$ cat src/logic/vga_pkg.sv
// VGA timing constants
`default_nettype none

package vga_pkg;

    // 800x600 at 40 MHz pixel clock
    localparam int HOR_PIXELS     = 800;  // visible pixels per line
    localparam int HOR_TOTAL      = 1056;
    localparam int HOR_SYNC_START = 840;
    localparam int HOR_SYNC_TIME  = 128;

    localparam int VER_PIXELS     = 600;  // visible lines per frame
    localparam int VER_TOTAL      = 628;
    localparam int VER_SYNC_START = 601;
    localparam int VER_SYNC_TIME  = 4;

    localparam int COUNT_W        = 11;   // enough for 1056
    localparam int RGB_W          = 12;   // 4 bits per channel

endpackage

`default_nettype wire

$ cat src/logic/screen_pkg.sv
// Screen control definitions
`default_nettype none

package screen_pkg;

    // screen modes
    localparam logic MODE_START  = 1'b0;
    localparam logic MODE_FINISH = 1'b1;

    // register word addresses
    localparam logic [1:0] ADDR_MODE      = 2'd0;
    localparam logic [1:0] ADDR_START_BG  = 2'd1;
    localparam logic [1:0] ADDR_FRAME_CNT = 2'd2;

    localparam int WB_DATA_W = 16;

    // fixed palette
    localparam logic [vga_pkg::RGB_W-1:0] COLOUR_BLACK  = 12'h000;
    localparam logic [vga_pkg::RGB_W-1:0] COLOUR_YELLOW = 12'hff0;
    localparam logic [vga_pkg::RGB_W-1:0] COLOUR_RED    = 12'hf00;
    localparam logic [vga_pkg::RGB_W-1:0] COLOUR_GREEN  = 12'h0f0;
    localparam logic [vga_pkg::RGB_W-1:0] COLOUR_BLUE   = 12'h00f;

    localparam logic [vga_pkg::RGB_W-1:0] RESET_START_BG = COLOUR_BLUE;

endpackage

`default_nettype wire

$ cat src/logic/finish_screen.sv
// Finish screen painter
`timescale 1ns/10ps
`default_nettype none

module finish_screen #(
    parameter int H_ACTIVE = vga_pkg::HOR_PIXELS,
    parameter int V_ACTIVE = vga_pkg::VER_PIXELS
) (
    input  wire                          clk,
    input  wire                          rst,
    input  wire  [vga_pkg::COUNT_W-1:0]  tim_hcount,
    input  wire  [vga_pkg::COUNT_W-1:0]  tim_vcount,
    input  wire                          tim_hsync,
    input  wire                          tim_vsync,
    input  wire                          tim_hblnk,
    input  wire                          tim_vblnk,
    output logic [vga_pkg::COUNT_W-1:0]  hcount,
    output logic [vga_pkg::COUNT_W-1:0]  vcount,
    output logic                         hsync,
    output logic                         vsync,
    output logic                         hblnk,
    output logic                         vblnk,
    output logic [vga_pkg::RGB_W-1:0]    rgb
);

    // caption window, only fits at 800x600
    localparam int CAP_TOP    = 251;
    localparam int CAP_BOTTOM = 319;
    localparam int CAP_LEFT   = 161;
    localparam int CAP_RIGHT  = 649;

    // glyph strokes as {x0, x1, y0, y1}, upper bounds exclusive
    localparam int unsigned NUM_BOXES = 32;
    localparam int unsigned BOXES [NUM_BOXES][4] = '{
        '{255, 295, 260, 270}, '{270, 280, 270, 310},                          // T
        '{300, 310, 270, 310}, '{320, 330, 270, 310},                          // A
        '{310, 320, 260, 270}, '{310, 320, 280, 290},
        '{340, 350, 260, 310}, '{350, 360, 260, 270}, '{360, 370, 270, 290},   // R
        '{350, 370, 280, 290}, '{355, 365, 290, 300}, '{360, 370, 300, 310},
        '{375, 415, 260, 270}, '{390, 400, 270, 310},                          // T
        '{435, 465, 260, 270}, '{435, 445, 270, 310}, '{445, 465, 300, 310},   // G
        '{455, 465, 280, 290}, '{455, 465, 290, 310},
        '{475, 485, 270, 310}, '{495, 505, 270, 310},                          // A
        '{485, 495, 260, 270}, '{485, 495, 280, 290},
        '{515, 525, 260, 310}, '{545, 555, 260, 310}, '{525, 530, 270, 280},   // M
        '{540, 545, 270, 280}, '{530, 540, 280, 290},
        '{565, 575, 260, 310}, '{575, 605, 260, 270},                          // E
        '{575, 605, 280, 290}, '{575, 605, 300, 310}
    };

    logic [vga_pkg::RGB_W-1:0] rgb_nxt;

    function automatic logic glyph_hit(input logic [vga_pkg::COUNT_W-1:0] x,
                                       input logic [vga_pkg::COUNT_W-1:0] y);
        logic hit;
        hit = 1'b0;
        for (int i = 0; i < NUM_BOXES; i++) begin
            if (x >= BOXES[i][0] && x < BOXES[i][1] && y >= BOXES[i][2] && y < BOXES[i][3]) begin
                hit = 1'b1;
            end
        end
        return hit;
    endfunction

    always_comb begin
        if (tim_hblnk || tim_vblnk) begin
            rgb_nxt = screen_pkg::COLOUR_BLACK;
        end else if (tim_vcount == 0) begin
            rgb_nxt = screen_pkg::COLOUR_YELLOW;  // top border
        end else if (tim_vcount == V_ACTIVE - 1) begin
            rgb_nxt = screen_pkg::COLOUR_RED;     // bottom border
        end else if (tim_hcount == 0) begin
            rgb_nxt = screen_pkg::COLOUR_GREEN;   // left border
        end else if (tim_hcount == H_ACTIVE - 1) begin
            rgb_nxt = screen_pkg::COLOUR_BLUE;    // right border
        end else if (tim_vcount >= CAP_TOP && tim_vcount <= CAP_BOTTOM &&
                     tim_hcount >= CAP_LEFT && tim_hcount <= CAP_RIGHT) begin
            rgb_nxt = glyph_hit(tim_hcount, tim_vcount) ? screen_pkg::COLOUR_BLACK
                                                        : screen_pkg::COLOUR_YELLOW;
        end else begin
            rgb_nxt = screen_pkg::COLOUR_GREEN;
        end
    end

    always_ff @(posedge clk) begin
        if (rst) begin
            hcount <= '0;
            vcount <= '0;
            hsync  <= 1'b0;
            vsync  <= 1'b0;
            hblnk  <= 1'b0;
            vblnk  <= 1'b0;
            rgb    <= '0;
        end else begin
            hcount <= tim_hcount;
            vcount <= tim_vcount;
            hsync  <= tim_hsync;
            vsync  <= tim_vsync;
            hblnk  <= tim_hblnk;
            vblnk  <= tim_vblnk;
            rgb    <= rgb_nxt;
        end
    end

endmodule

`default_nettype wire

$ cat src/logic/game_display_top.sv
// Game display top level
`timescale 1ns/10ps
`default_nettype none

module game_display_top #(
    parameter int H_ACTIVE     = vga_pkg::HOR_PIXELS,
    parameter int H_TOTAL      = vga_pkg::HOR_TOTAL,
    parameter int H_SYNC_START = vga_pkg::HOR_SYNC_START,
    parameter int H_SYNC_LEN   = vga_pkg::HOR_SYNC_TIME,
    parameter int V_ACTIVE     = vga_pkg::VER_PIXELS,
    parameter int V_TOTAL      = vga_pkg::VER_TOTAL,
    parameter int V_SYNC_START = vga_pkg::VER_SYNC_START,
    parameter int V_SYNC_LEN   = vga_pkg::VER_SYNC_TIME
) (
    input  wire                               clk,
    input  wire                               rst,
    input  wire                               cyc,
    input  wire                               stb,
    input  wire                               we,
    input  wire  [1:0]                        adr,
    input  wire  [screen_pkg::WB_DATA_W-1:0]  dat_w,
    output logic [screen_pkg::WB_DATA_W-1:0]  dat_r,
    output logic                              ack,
    output logic [vga_pkg::COUNT_W-1:0]       hcount,
    output logic [vga_pkg::COUNT_W-1:0]       vcount,
    output logic                              hsync,
    output logic                              vsync,
    output logic                              hblnk,
    output logic                              vblnk,
    output logic [vga_pkg::RGB_W-1:0]         rgb
);

    logic [vga_pkg::COUNT_W-1:0] tim_hcount, tim_vcount;
    logic                        tim_hsync, tim_vsync, tim_hblnk, tim_vblnk;
    logic                        frame_start;
    logic                        active_mode;
    logic [vga_pkg::RGB_W-1:0]   start_bg;

    logic [vga_pkg::COUNT_W-1:0] start_hcount, start_vcount;
    logic                        start_hsync, start_vsync, start_hblnk, start_vblnk;
    logic [vga_pkg::RGB_W-1:0]   start_rgb;

    logic [vga_pkg::COUNT_W-1:0] finish_hcount, finish_vcount;
    logic                        finish_hsync, finish_vsync, finish_hblnk, finish_vblnk;
    logic [vga_pkg::RGB_W-1:0]   finish_rgb;

    vga_timing #(
        .H_ACTIVE(H_ACTIVE), .H_TOTAL(H_TOTAL), .H_SYNC_START(H_SYNC_START),
        .H_SYNC_LEN(H_SYNC_LEN), .V_ACTIVE(V_ACTIVE), .V_TOTAL(V_TOTAL),
        .V_SYNC_START(V_SYNC_START), .V_SYNC_LEN(V_SYNC_LEN)
    ) u_vga_timing (
        .clk, .rst,
        .hcount(tim_hcount), .vcount(tim_vcount),
        .hsync(tim_hsync), .vsync(tim_vsync), .hblnk(tim_hblnk), .vblnk(tim_vblnk),
        .frame_start
    );

    screen_ctrl_wb u_screen_ctrl_wb (
        .clk, .rst, .cyc, .stb, .we, .adr, .dat_w, .dat_r, .ack,
        .frame_start, .active_mode, .start_bg
    );

    start_screen #(.H_ACTIVE(H_ACTIVE)) u_start_screen (
        .clk, .rst,
        .tim_hcount, .tim_vcount, .tim_hsync, .tim_vsync, .tim_hblnk, .tim_vblnk,
        .start_bg,
        .hcount(start_hcount), .vcount(start_vcount),
        .hsync(start_hsync), .vsync(start_vsync), .hblnk(start_hblnk), .vblnk(start_vblnk),
        .rgb(start_rgb)
    );

    finish_screen #(.H_ACTIVE(H_ACTIVE), .V_ACTIVE(V_ACTIVE)) u_finish_screen (
        .clk, .rst,
        .tim_hcount, .tim_vcount, .tim_hsync, .tim_vsync, .tim_hblnk, .tim_vblnk,
        .hcount(finish_hcount), .vcount(finish_vcount),
        .hsync(finish_hsync), .vsync(finish_vsync),
        .hblnk(finish_hblnk), .vblnk(finish_vblnk),
        .rgb(finish_rgb)
    );

    screen_select u_screen_select (
        .clk, .rst, .active_mode,
        .start_hcount, .start_vcount, .start_hsync, .start_vsync,
        .start_hblnk, .start_vblnk, .start_rgb,
        .finish_hcount, .finish_vcount, .finish_hsync, .finish_vsync,
        .finish_hblnk, .finish_vblnk, .finish_rgb,
        .hcount, .vcount, .hsync, .vsync, .hblnk, .vblnk, .rgb
    );

endmodule

`default_nettype wire

$ cat src/logic/screen_ctrl_wb.sv
// Screen control register slave
`timescale 1ns/10ps
`default_nettype none

module screen_ctrl_wb (
    input  wire                                  clk,
    input  wire                                  rst,
    input  wire                                  cyc,
    input  wire                                  stb,
    input  wire                                  we,
    input  wire  [1:0]                           adr,
    input  wire  [screen_pkg::WB_DATA_W-1:0]     dat_w,
    output logic [screen_pkg::WB_DATA_W-1:0]     dat_r,
    output logic                                 ack,
    input  wire                                  frame_start,
    output logic                                 active_mode,
    output logic [vga_pkg::RGB_W-1:0]            start_bg
);

    logic                              mode;       // pending, applied at frame start
    logic [screen_pkg::WB_DATA_W-1:0]  frame_cnt;
    logic [screen_pkg::WB_DATA_W-1:0]  rd_data;
    logic                              req;

    assign req = cyc && stb && !ack;  // new cycle, not yet answered

    always_comb begin
        rd_data = '0;  // unused addresses read zero
        case (adr)
            screen_pkg::ADDR_MODE:      rd_data[0] = mode;
            screen_pkg::ADDR_START_BG:  rd_data[vga_pkg::RGB_W-1:0] = start_bg;
            screen_pkg::ADDR_FRAME_CNT: rd_data = frame_cnt;
            default:                    rd_data = '0;
        endcase
    end

    always_ff @(posedge clk) begin
        if (rst) begin
            ack         <= 1'b0;
            mode        <= screen_pkg::MODE_START;
            active_mode <= screen_pkg::MODE_START;
            start_bg    <= screen_pkg::RESET_START_BG;
            frame_cnt   <= '0;
        end else begin
            ack <= req;
            if (req && we) begin
                case (adr)
                    screen_pkg::ADDR_MODE:     mode <= dat_w[0];
                    screen_pkg::ADDR_START_BG: start_bg <= dat_w[vga_pkg::RGB_W-1:0];
                    default:                   ;  // frame counter is read only
                endcase
            end
            // mode swaps only between frames so a frame never tears
            if (frame_start) begin
                active_mode <= mode;
                frame_cnt   <= frame_cnt + 1'b1;  // wraps at 16 bits
            end
        end
    end

    always_ff @(posedge clk) begin
        if (req) begin
            dat_r <= rd_data;  // valid together with ack
        end
    end

endmodule

`default_nettype wire

$ cat src/logic/screen_select.sv
// Screen selection stage
`timescale 1ns/10ps
`default_nettype none

module screen_select (
    input  wire                          clk,
    input  wire                          rst,
    input  wire                          active_mode,
    input  wire  [vga_pkg::COUNT_W-1:0]  start_hcount,
    input  wire  [vga_pkg::COUNT_W-1:0]  start_vcount,
    input  wire                          start_hsync,
    input  wire                          start_vsync,
    input  wire                          start_hblnk,
    input  wire                          start_vblnk,
    input  wire  [vga_pkg::RGB_W-1:0]    start_rgb,
    input  wire  [vga_pkg::COUNT_W-1:0]  finish_hcount,
    input  wire  [vga_pkg::COUNT_W-1:0]  finish_vcount,
    input  wire                          finish_hsync,
    input  wire                          finish_vsync,
    input  wire                          finish_hblnk,
    input  wire                          finish_vblnk,
    input  wire  [vga_pkg::RGB_W-1:0]    finish_rgb,
    output logic [vga_pkg::COUNT_W-1:0]  hcount,
    output logic [vga_pkg::COUNT_W-1:0]  vcount,
    output logic                         hsync,
    output logic                         vsync,
    output logic                         hblnk,
    output logic                         vblnk,
    output logic [vga_pkg::RGB_W-1:0]    rgb
);

    // active_mode turns over just as pixel 0,0 arrives from the screens
    always_ff @(posedge clk) begin
        if (rst) begin
            hcount <= '0;
            vcount <= '0;
            hsync  <= 1'b0;
            vsync  <= 1'b0;
            hblnk  <= 1'b0;
            vblnk  <= 1'b0;
            rgb    <= '0;
        end else if (active_mode == screen_pkg::MODE_FINISH) begin
            hcount <= finish_hcount;
            vcount <= finish_vcount;
            hsync  <= finish_hsync;
            vsync  <= finish_vsync;
            hblnk  <= finish_hblnk;
            vblnk  <= finish_vblnk;
            rgb    <= finish_rgb;
        end else begin
            hcount <= start_hcount;
            vcount <= start_vcount;
            hsync  <= start_hsync;
            vsync  <= start_vsync;
            hblnk  <= start_hblnk;
            vblnk  <= start_vblnk;
            rgb    <= start_rgb;
        end
    end

endmodule

`default_nettype wire

$ cat src/logic/start_screen.sv
// Start screen painter
`timescale 1ns/10ps
`default_nettype none

module start_screen #(
    parameter int H_ACTIVE = vga_pkg::HOR_PIXELS
) (
    input  wire                          clk,
    input  wire                          rst,
    input  wire  [vga_pkg::COUNT_W-1:0]  tim_hcount,
    input  wire  [vga_pkg::COUNT_W-1:0]  tim_vcount,
    input  wire                          tim_hsync,
    input  wire                          tim_vsync,
    input  wire                          tim_hblnk,
    input  wire                          tim_vblnk,
    input  wire  [vga_pkg::RGB_W-1:0]    start_bg,
    output logic [vga_pkg::COUNT_W-1:0]  hcount,
    output logic [vga_pkg::COUNT_W-1:0]  vcount,
    output logic                         hsync,
    output logic                         vsync,
    output logic                         hblnk,
    output logic                         vblnk,
    output logic [vga_pkg::RGB_W-1:0]    rgb
);

    // title block centred across the middle half of the line
    localparam int TITLE_TOP    = 250;
    localparam int TITLE_BOTTOM = 319;
    localparam int TITLE_LEFT   = H_ACTIVE / 4;
    localparam int TITLE_RIGHT  = H_ACTIVE - H_ACTIVE / 4 - 1;

    logic [vga_pkg::RGB_W-1:0] rgb_nxt;

    always_comb begin
        if (tim_hblnk || tim_vblnk) begin
            rgb_nxt = screen_pkg::COLOUR_BLACK;
        end else if (tim_vcount >= TITLE_TOP && tim_vcount <= TITLE_BOTTOM &&
                     tim_hcount >= TITLE_LEFT && tim_hcount <= TITLE_RIGHT) begin
            rgb_nxt = screen_pkg::COLOUR_YELLOW;
        end else begin
            rgb_nxt = start_bg;  // host programmed
        end
    end

    always_ff @(posedge clk) begin
        if (rst) begin
            hcount <= '0;
            vcount <= '0;
            hsync  <= 1'b0;
            vsync  <= 1'b0;
            hblnk  <= 1'b0;
            vblnk  <= 1'b0;
            rgb    <= '0;
        end else begin
            hcount <= tim_hcount;
            vcount <= tim_vcount;
            hsync  <= tim_hsync;
            vsync  <= tim_vsync;
            hblnk  <= tim_hblnk;
            vblnk  <= tim_vblnk;
            rgb    <= rgb_nxt;
        end
    end

endmodule

`default_nettype wire

$ cat src/logic/vga_timing.sv
// VGA timing generator
`timescale 1ns/10ps
`default_nettype none

module vga_timing #(
    parameter int H_ACTIVE     = vga_pkg::HOR_PIXELS,
    parameter int H_TOTAL      = vga_pkg::HOR_TOTAL,
    parameter int H_SYNC_START = vga_pkg::HOR_SYNC_START,
    parameter int H_SYNC_LEN   = vga_pkg::HOR_SYNC_TIME,
    parameter int V_ACTIVE     = vga_pkg::VER_PIXELS,
    parameter int V_TOTAL      = vga_pkg::VER_TOTAL,
    parameter int V_SYNC_START = vga_pkg::VER_SYNC_START,
    parameter int V_SYNC_LEN   = vga_pkg::VER_SYNC_TIME
) (
    input  wire                          clk,
    input  wire                          rst,
    output logic [vga_pkg::COUNT_W-1:0]  hcount,
    output logic [vga_pkg::COUNT_W-1:0]  vcount,
    output logic                         hsync,
    output logic                         vsync,
    output logic                         hblnk,
    output logic                         vblnk,
    output logic                         frame_start
);

    logic [vga_pkg::COUNT_W-1:0] h_nxt;
    logic [vga_pkg::COUNT_W-1:0] v_nxt;

    always_comb begin
        h_nxt = hcount + 1'b1;
        v_nxt = vcount;
        if (hcount == H_TOTAL - 1) begin  // end of line
            h_nxt = '0;
            v_nxt = (vcount == V_TOTAL - 1) ? '0 : vcount + 1'b1;
        end
    end

    // flags come from the next count so they line up with the counters
    always_ff @(posedge clk) begin
        if (rst) begin
            hcount      <= '0;
            vcount      <= '0;
            hsync       <= 1'b0;
            vsync       <= 1'b0;
            hblnk       <= 1'b0;
            vblnk       <= 1'b0;
            frame_start <= 1'b0;
        end else begin
            hcount      <= h_nxt;
            vcount      <= v_nxt;
            hblnk       <= (h_nxt >= H_ACTIVE);
            vblnk       <= (v_nxt >= V_ACTIVE);
            hsync       <= (h_nxt >= H_SYNC_START) && (h_nxt < H_SYNC_START + H_SYNC_LEN);
            vsync       <= (v_nxt >= V_SYNC_START) && (v_nxt < V_SYNC_START + V_SYNC_LEN);
            frame_start <= (h_nxt == '0) && (v_nxt == '0);  // first pixel of frame
        end
    end

endmodule

`default_nettype wire

$ cat config.mk
export PLATFORM = sky130hd
export DESIGN_NAME = game_display_top
export DESIGN_NICKNAME = d
export VERILOG_FILES = /design/src/logic/vga_pkg.sv /design/src/logic/screen_pkg.sv /design/src/logic/finish_screen.sv /design/src/logic/game_display_top.sv /design/src/logic/screen_ctrl_wb.sv /design/src/logic/screen_select.sv /design/src/logic/start_screen.sv /design/src/logic/vga_timing.sv
export SDC_FILE = /design/constraint.sdc
export NUM_CORES = 1
export LEC_CHECK = 0
export ABC_AREA = 1
export BUFFER_PORTS_ARGS = -buffer_cell sky130_fd_sc_hd__buf_2
export CAP_MARGIN = 5
export CORE_ASPECT_RATIO = 0.9
export CORE_MARGIN = 4
export CORE_UTILIZATION = 58
export DETAILED_ROUTE_END_ITERATION = 7
export PLACE_DENSITY = 0.9
export SYNTH_ARGS = -nofsm -noshare
export SYNTH_HDL_FRONTEND = slang
export SYNTH_SLANG_ARGS = --single-unit
$ cat constraint.sdc
create_clock -name clk -period 2.96 [get_ports clk]
set_input_delay 0.296 -clock clk [delete_from_list [all_inputs] [get_ports clk]]
set_output_delay 0.296 -clock clk [all_outputs]
set_load 0.01 [all_outputs]
## Word-level counts from Yosys, hierarchy flattened

Cells that the tools add are included.
W data, S select, Z words.

| cells by class | value |
|---|---|
| add/subtract/negate cells | 3 |
| multiply operators | 0 |
| divide/modulo/power cells | 0 |
| order comparisons | 70 |
| equality and inequality tests | 6 |
| shift operators | 0 |
| muxes and demuxes | 51 |
| bitwise gates (word level) | 0 |
| reduce and logical (&&, ||, !) cells | 114 |

Operator list:

| kind | count |
|---|---|
| $ge A11 B9 Y1 const B | 21 |
| $lt A11 B9 Y1 const B | 21 |
| $ge A11 B10 Y1 const B | 11 |
| $logic_and A1 B1 Y1 | 102 |
| $lt A11 B10 Y1 const B | 9 |
| $mux W12 | 8 |
| $ge A11 B8 Y1 const B | 5 |
| $logic_not A11 Y1 | 4 |
| $mux W1 | 38 |
| $eq A11 B10 Y1 const B | 3 |
| $mux W11 | 3 |
| $add A11 B1 Y11 const B | 2 |
| $le A11 B10 Y1 const B | 2 |
| $pmux W11 S2 | 1 |
| $add A16 B1 Y16 const B | 1 |
| $eq A11 B11 Y1 const B | 1 |
| $le A11 B9 Y1 const B | 1 |
| $reduce_or A5 Y1 | 1 |
| $reduce_and A2 Y1 | 2 |
| $pmux W1 S3 | 1 |
| $reduce_or A3 Y1 | 1 |
| $eq A2 B1 Y1 const B | 1 |
| $eq A2 B2 Y1 const B | 1 |
| $logic_not A2 Y1 | 1 |
| other kinds (3) | 3 |

| storage, ports and cells | value |
|---|---|
| bits in registers | 162 |
| bits in latches | 0 |
| RAM bits | 0 |
| memory bits (read-only) | 0 |
| logic and storage cells | 275 |
| memories kept | 0 |

## Logic depth before layout (Yosys ltp)

| logic depth | value |
|---|---|
| depth after elaboration | 48 |
| depth in mapped cells | 16 |
| mapped depth without buffers | 16 |

## Modules after synthesis

Synthesis repeated with hierarchy kept, for this count alone.

| unflattened totals | value |
|---|---|
| cells, all modules | 1304 |
| area total of the unflattened synthesis | 8757.1 um^2 |

Modules (own cells, without submodules):

| module | instances | cells an instance | area an instance (um^2) | seq. area each (um^2) |
|---|---|---|---|---|
| finish_screen | 1 | 400 | 2277.2 | 580.6 |
| screen_ctrl_wb | 1 | 250 | 2048.2 | 1101.1 |
| vga_timing | 1 | 265 | 1635.3 | 540.5 |
| screen_select | 1 | 241 | 1549.0 | 760.7 |
| start_screen | 1 | 148 | 1247.4 | 760.7 |

## Least setup slack after synthesis

No wires, ideal clock.

| path | value |
|---|---|
| path type | flip-flop to flip-flop |
| start point | register u_screen_ctrl_wb.ack |
| end point | register u_screen_ctrl_wb.start_bg[10] in the netlist's numbering |
| setup time | 0.128 ns |
| arrival time | 2.511 ns |
| data required time | 2.832 ns |
| slack | 0.322 ns |
| cell stages (with the launch flop) | 6 |
| buffers on the path | 1 |
| period minus slack after synthesis | 2.638 ns |
| cell sequence | dfxtp_1 > nor3_1 > nand3_1 > clkbuf_1 > o21ai_0 > a21oi_1 |

| between the ends | value |
|---|---|
| longest elaborated chain between the ends | 4 |

RTL lines:

| item | RTL line | source |
|---|---|---|
| from (decl) | screen_ctrl_wb.sv:14 | `output logic ack,` |
| from (signal assigned) | screen_ctrl_wb.sv:45 | `ack <= req;` |
| $logic_not A1 Y1 | screen_ctrl_wb.sv:25 | `assign req = cyc && stb && !ack;` |
| $logic_and A1 B1 Y1 | screen_ctrl_wb.sv:25 |  |
| named net u_screen_ctrl_wb.req | screen_ctrl_wb.sv:23 | `logic req;` |
| $logic_and A1 B1 Y1 | screen_ctrl_wb.sv:46 | `if (req && we) begin` |
| $reduce_and A2 Y1 (no source line) | - |  |
| to (signal assigned) | screen_ctrl_wb.sv:42 | `start_bg <= screen_pkg::RESET_START_BG;` |
| to (signal assigned) | screen_ctrl_wb.sv:49 | `screen_pkg::ADDR_START_BG: start_bg <= dat_w[vga_pkg::RGB_W-1:0];` |
| to (decl) | screen_ctrl_wb.sv:17 | `output logic [vga_pkg::RGB_W-1:0] start_bg` |

The timed path passes the listed nets, and every way through them passes these cells.
A chain may end at the register's enable or synchronous reset.

==> results.toml <==
[yosys]
synth-edff-count = 16
yosysUniqueCellTypes = 44
synth_warnings = 0
syn_nets = 1074
synth-seq-cells = 153
syn_inst = 1040
syn_area_um2 = 7240
synth_seq_area_share = 0.445
async_flop_share = 0
synth_area_per_cell_um2 = 6.97
synth_ff_type = "dfxtp_1"

[layout]
postLayoutCoreUtil = 0.692
instances_no_fill = 1285
drive_above_1_share = 0.124
num_antenna_cells = 0
nets = 1146
syn_to_final_growth_pct = 15.9
fillers = 965

[timing]
slew_headroom = 0.371
final.setup.worst_slack_ps = 334
slew_viol_final = 0
setup_viol = 0
finClkSkew_ps = 11.2
tns_ps = 0
hold_viol = 0
min_period_ps = 2630
fmax_mhz = 381
rsz0062_at_grt = "false"
min_period_over_period = 0.887
worstMarginPinSlew_ps = 944

[worst_setup_path]
setup.worst_path.start_class = "flop"
cpMaxStageDelayCell = "dfxtp_1"
path_delay_family = "simple AND/OR/NAND/NOR gates"
critical_path_class = "reg -> reg"
crit_path_end_kind = "flop"
critPathMostFrequentCell = "nor2_1"
r2r_start = "u_vga_timing.frame_start"
worstPathArrival_ps = 2950
worst_path_largest_cell_delay_ps = 440
crit_fanout = 7
r2r_end = "u_screen_ctrl_wb.frame_cnt[15]"
crit_path_cell_trace = "nand2_1 > inv_1 > nand3_1 > nand3b_1 > nor2_1 > nand2_1 > nor2_1 > nand3_1 > nor2_1 > nand2_1 > nor2_1 > a21oi_1 > o21a_1"
r2r_slack_ps = 330
cp.buffers_inverters = 1
crit_cells = 13
cp.required_ps = 3280
reg2reg_depth = 13

[detailed_routing]
drc_errors = 0
wl_per_cell_um = 16.7
totalWireLength_mm = 21.5
ant_nets = 0
drt_pass1_iterations = 6
drtIter0Drc = 949
viasPerCell = 5.75
vias = 7384

[die]
die_area_um2 = 14300
die_h_um = 114
rows = 38
start_util = 0.598
die_x_um = 126
coreArea_um2 = 12100
pin_count = 78

[global_route]
grt.total_usage = 0.293
grt_pass1_vias = 6794
overflow = 0
grt_pass1_wl_mm = 33.8
antenna_found_initial = 0
grt_max_degree = 95

[status]
status = "completed"

[worst_hold_path]
holdCritStartpoint = "dat_w[1]"
min_to = "u_screen_ctrl_wb.start_bg[1]"
hold_path_class = "in -> reg"
min_path_cells = 3

[power_and_ir_drop]
internal_power_uw = 3540
power_per_cell_area_nw_per_um2 = 554
vdd_drop_max_uv = 588
clkPwrFrac = 0.503
p_leak_uw = 0.00389
p_sw_frac = 0.239
p_seq_frac = 0.461
power_frac_comb = 0.037
switchingPower_uw = 1110
p_total_uw = 4650

[cts]
cts_resized = 0
cts_root_buf = "clkbuf_16"
clkLatencyLatePin_ps = 430
cts_hold_buf = 0
cts_max_level = 4
clock-sinks = 153
path_clk_slew_ps = 70
post_cts_buffers = 0
cts_buffer_depth = 2
cts_tree = "done"
cts-buffers-inserted = 17

[job]
max-cap-violations = 0

[placed_design]
port_buffers = 73
dp_slack_ps = 490
numPlacedInstances = 1253
hpwl_mm = 14.7
gp_congestion = 1.02
[Yosys cell counts, types with 3 or more instances]
| cell type | count | share of area |
|---|---|---|
| nor4_1 | 6 | 0.0052 |
| nand2_1 | 230 | 0.12 |
| o21a_1 | 3 | 0.0031 |
| o211ai_1 | 6 | 0.0062 |
| dfxtp_1 | 137 | 0.38 |
| nor2_1 | 180 | 0.093 |
| nor3_1 | 18 | 0.012 |
| buf_2 | 10 | 0.0069 |
| inv_1 | 144 | 0.075 |
| edfxtp_1 | 16 | 0.066 |
| xor2_1 | 6 | 0.0073 |
| nand2_2 | 3 | 0.0026 |
| nand3_1 | 77 | 0.053 |
| a21oi_1 | 71 | 0.049 |
| nor3_2 | 3 | 0.0041 |
| a31oi_1 | 3 | 0.0026 |
| nor2_2 | 4 | 0.0035 |
| o21ai_0 | 40 | 0.028 |
| ha_1 | 11 | 0.019 |
| nand3b_1 | 3 | 0.0031 |
| clkbuf_1 | 19 | 0.0098 |
| nand4_1 | 19 | 0.016 |
[cell type report]
| cell class | instances | area (um^2) | area share |
|---|---|---|---|
| multi-input combinational | 706 | 3320 | 0.396 |
| clock buffer | 17 | 425 | 0.0507 |
| inverter | 150 | 568 | 0.0677 |
| clock inverter | 15 | 208 | 0.0247 |
| tap | 160 | 200 | 0.0238 |
| timing repair buffer | 84 | 448 | 0.0534 |
| sequential | 153 | 3220 | 0.384 |
[cell families after synthesis]
family / count (synthesis) / synth area share
AND/OR/NAND/NOR: 551 / 0.325
buffers and inverters: 181 / 0.0972
AO/OA/AOI/OAI: 136 / 0.104
adder cells (fa/ha/maj): 11 / 0.0190
multiplexers: 1 / 0.00138
XOR/XNOR: 7 / 0.00846
flip-flops: 153 / 0.445
[placed cells by master, fill, tap and decap left out, types with 17 or more instances in the layout]
cell / n
nand2_1: 230
nor2_1: 180
inv_1: 144
dfxtp_1: 137
nand3_1: 77
buf_2: 73
a21oi_1: 71
o21ai_0: 40
nand4_1: 19
nor3_1: 17
clkbuf_16: 17
[routing by layer]
metal	vias to the layer above	global-route usage	share of wire
li1	3465	-	-
met1	3334	0.394	0.40
met2	520	0.468	0.45
met3	65	0.0684	0.12
met4	0	0.102	0.026
met5	-	0	0
[tightest hold or removal path: cells and delay by family]
kind | cells | cell delay (ps)
buf+inv | 1 | 80
compound gates | 1 | 60
simple gates | 1 | 40
[worst max path at each step]
| stage | slack, ps | start | to |
|---|---|---|---|
| after floorplan | 320 | u_screen_ctrl_wb.ack | u_screen_ctrl_wb.start_bg[10] |
| after global placement | 460 | u_vga_timing.hcount[1] | u_vga_timing.vsync |
| after detailed placement | 490 | u_vga_timing.hcount[1] | u_vga_timing.vsync |
| after CTS | 450 | u_vga_timing.hcount[1] | u_vga_timing.vsync |
| after global routing | 130 | u_vga_timing.hcount[1] | u_vga_timing.vsync |
| final | 330 | u_vga_timing.frame_start | u_screen_ctrl_wb.frame_cnt[15] |
[state kept, by name (all words and copies together), names as in the netlist, 3 cells and up]
signal / flops
u_screen_ctrl_wb.dat_r: 16
u_screen_ctrl_wb.frame_cnt: 16
u_screen_ctrl_wb.start_bg: 12
u_screen_select.rgb: 12
u_start_screen.rgb: 12
u_finish_screen.hcount: 11
u_finish_screen.vcount: 11
u_screen_select.hcount: 11
u_screen_select.vcount: 11
u_vga_timing.hcount: 11
u_vga_timing.vcount: 11
u_finish_screen.rgb: 3
[power by group through the flow]
stage / Sequential [uW] / Combinational [uW] / Clock, uW
2_1_floorplan: 2190 / 96.1 / 0
3_3_place_gp: 2180 / 160 / 0
3_5_place_dp: 2190 / 163 / 0
4_1_cts: 2140 / 167 / 2340
5_1_grt: 2140 / 186 / 2430
6_report: 2140 / 171 / 2340
[metrics by stage]
stage | hold WS [ps] | instance area, um^2
floorplan | 388 | 7240
CTS | 95.4 | 8390
global route | 115 | 8390
detailed placement | 392 | 7760
global placement | 389 | 7760
finish | 93.2 | 8390
Power figures use the tool's default switching activity.
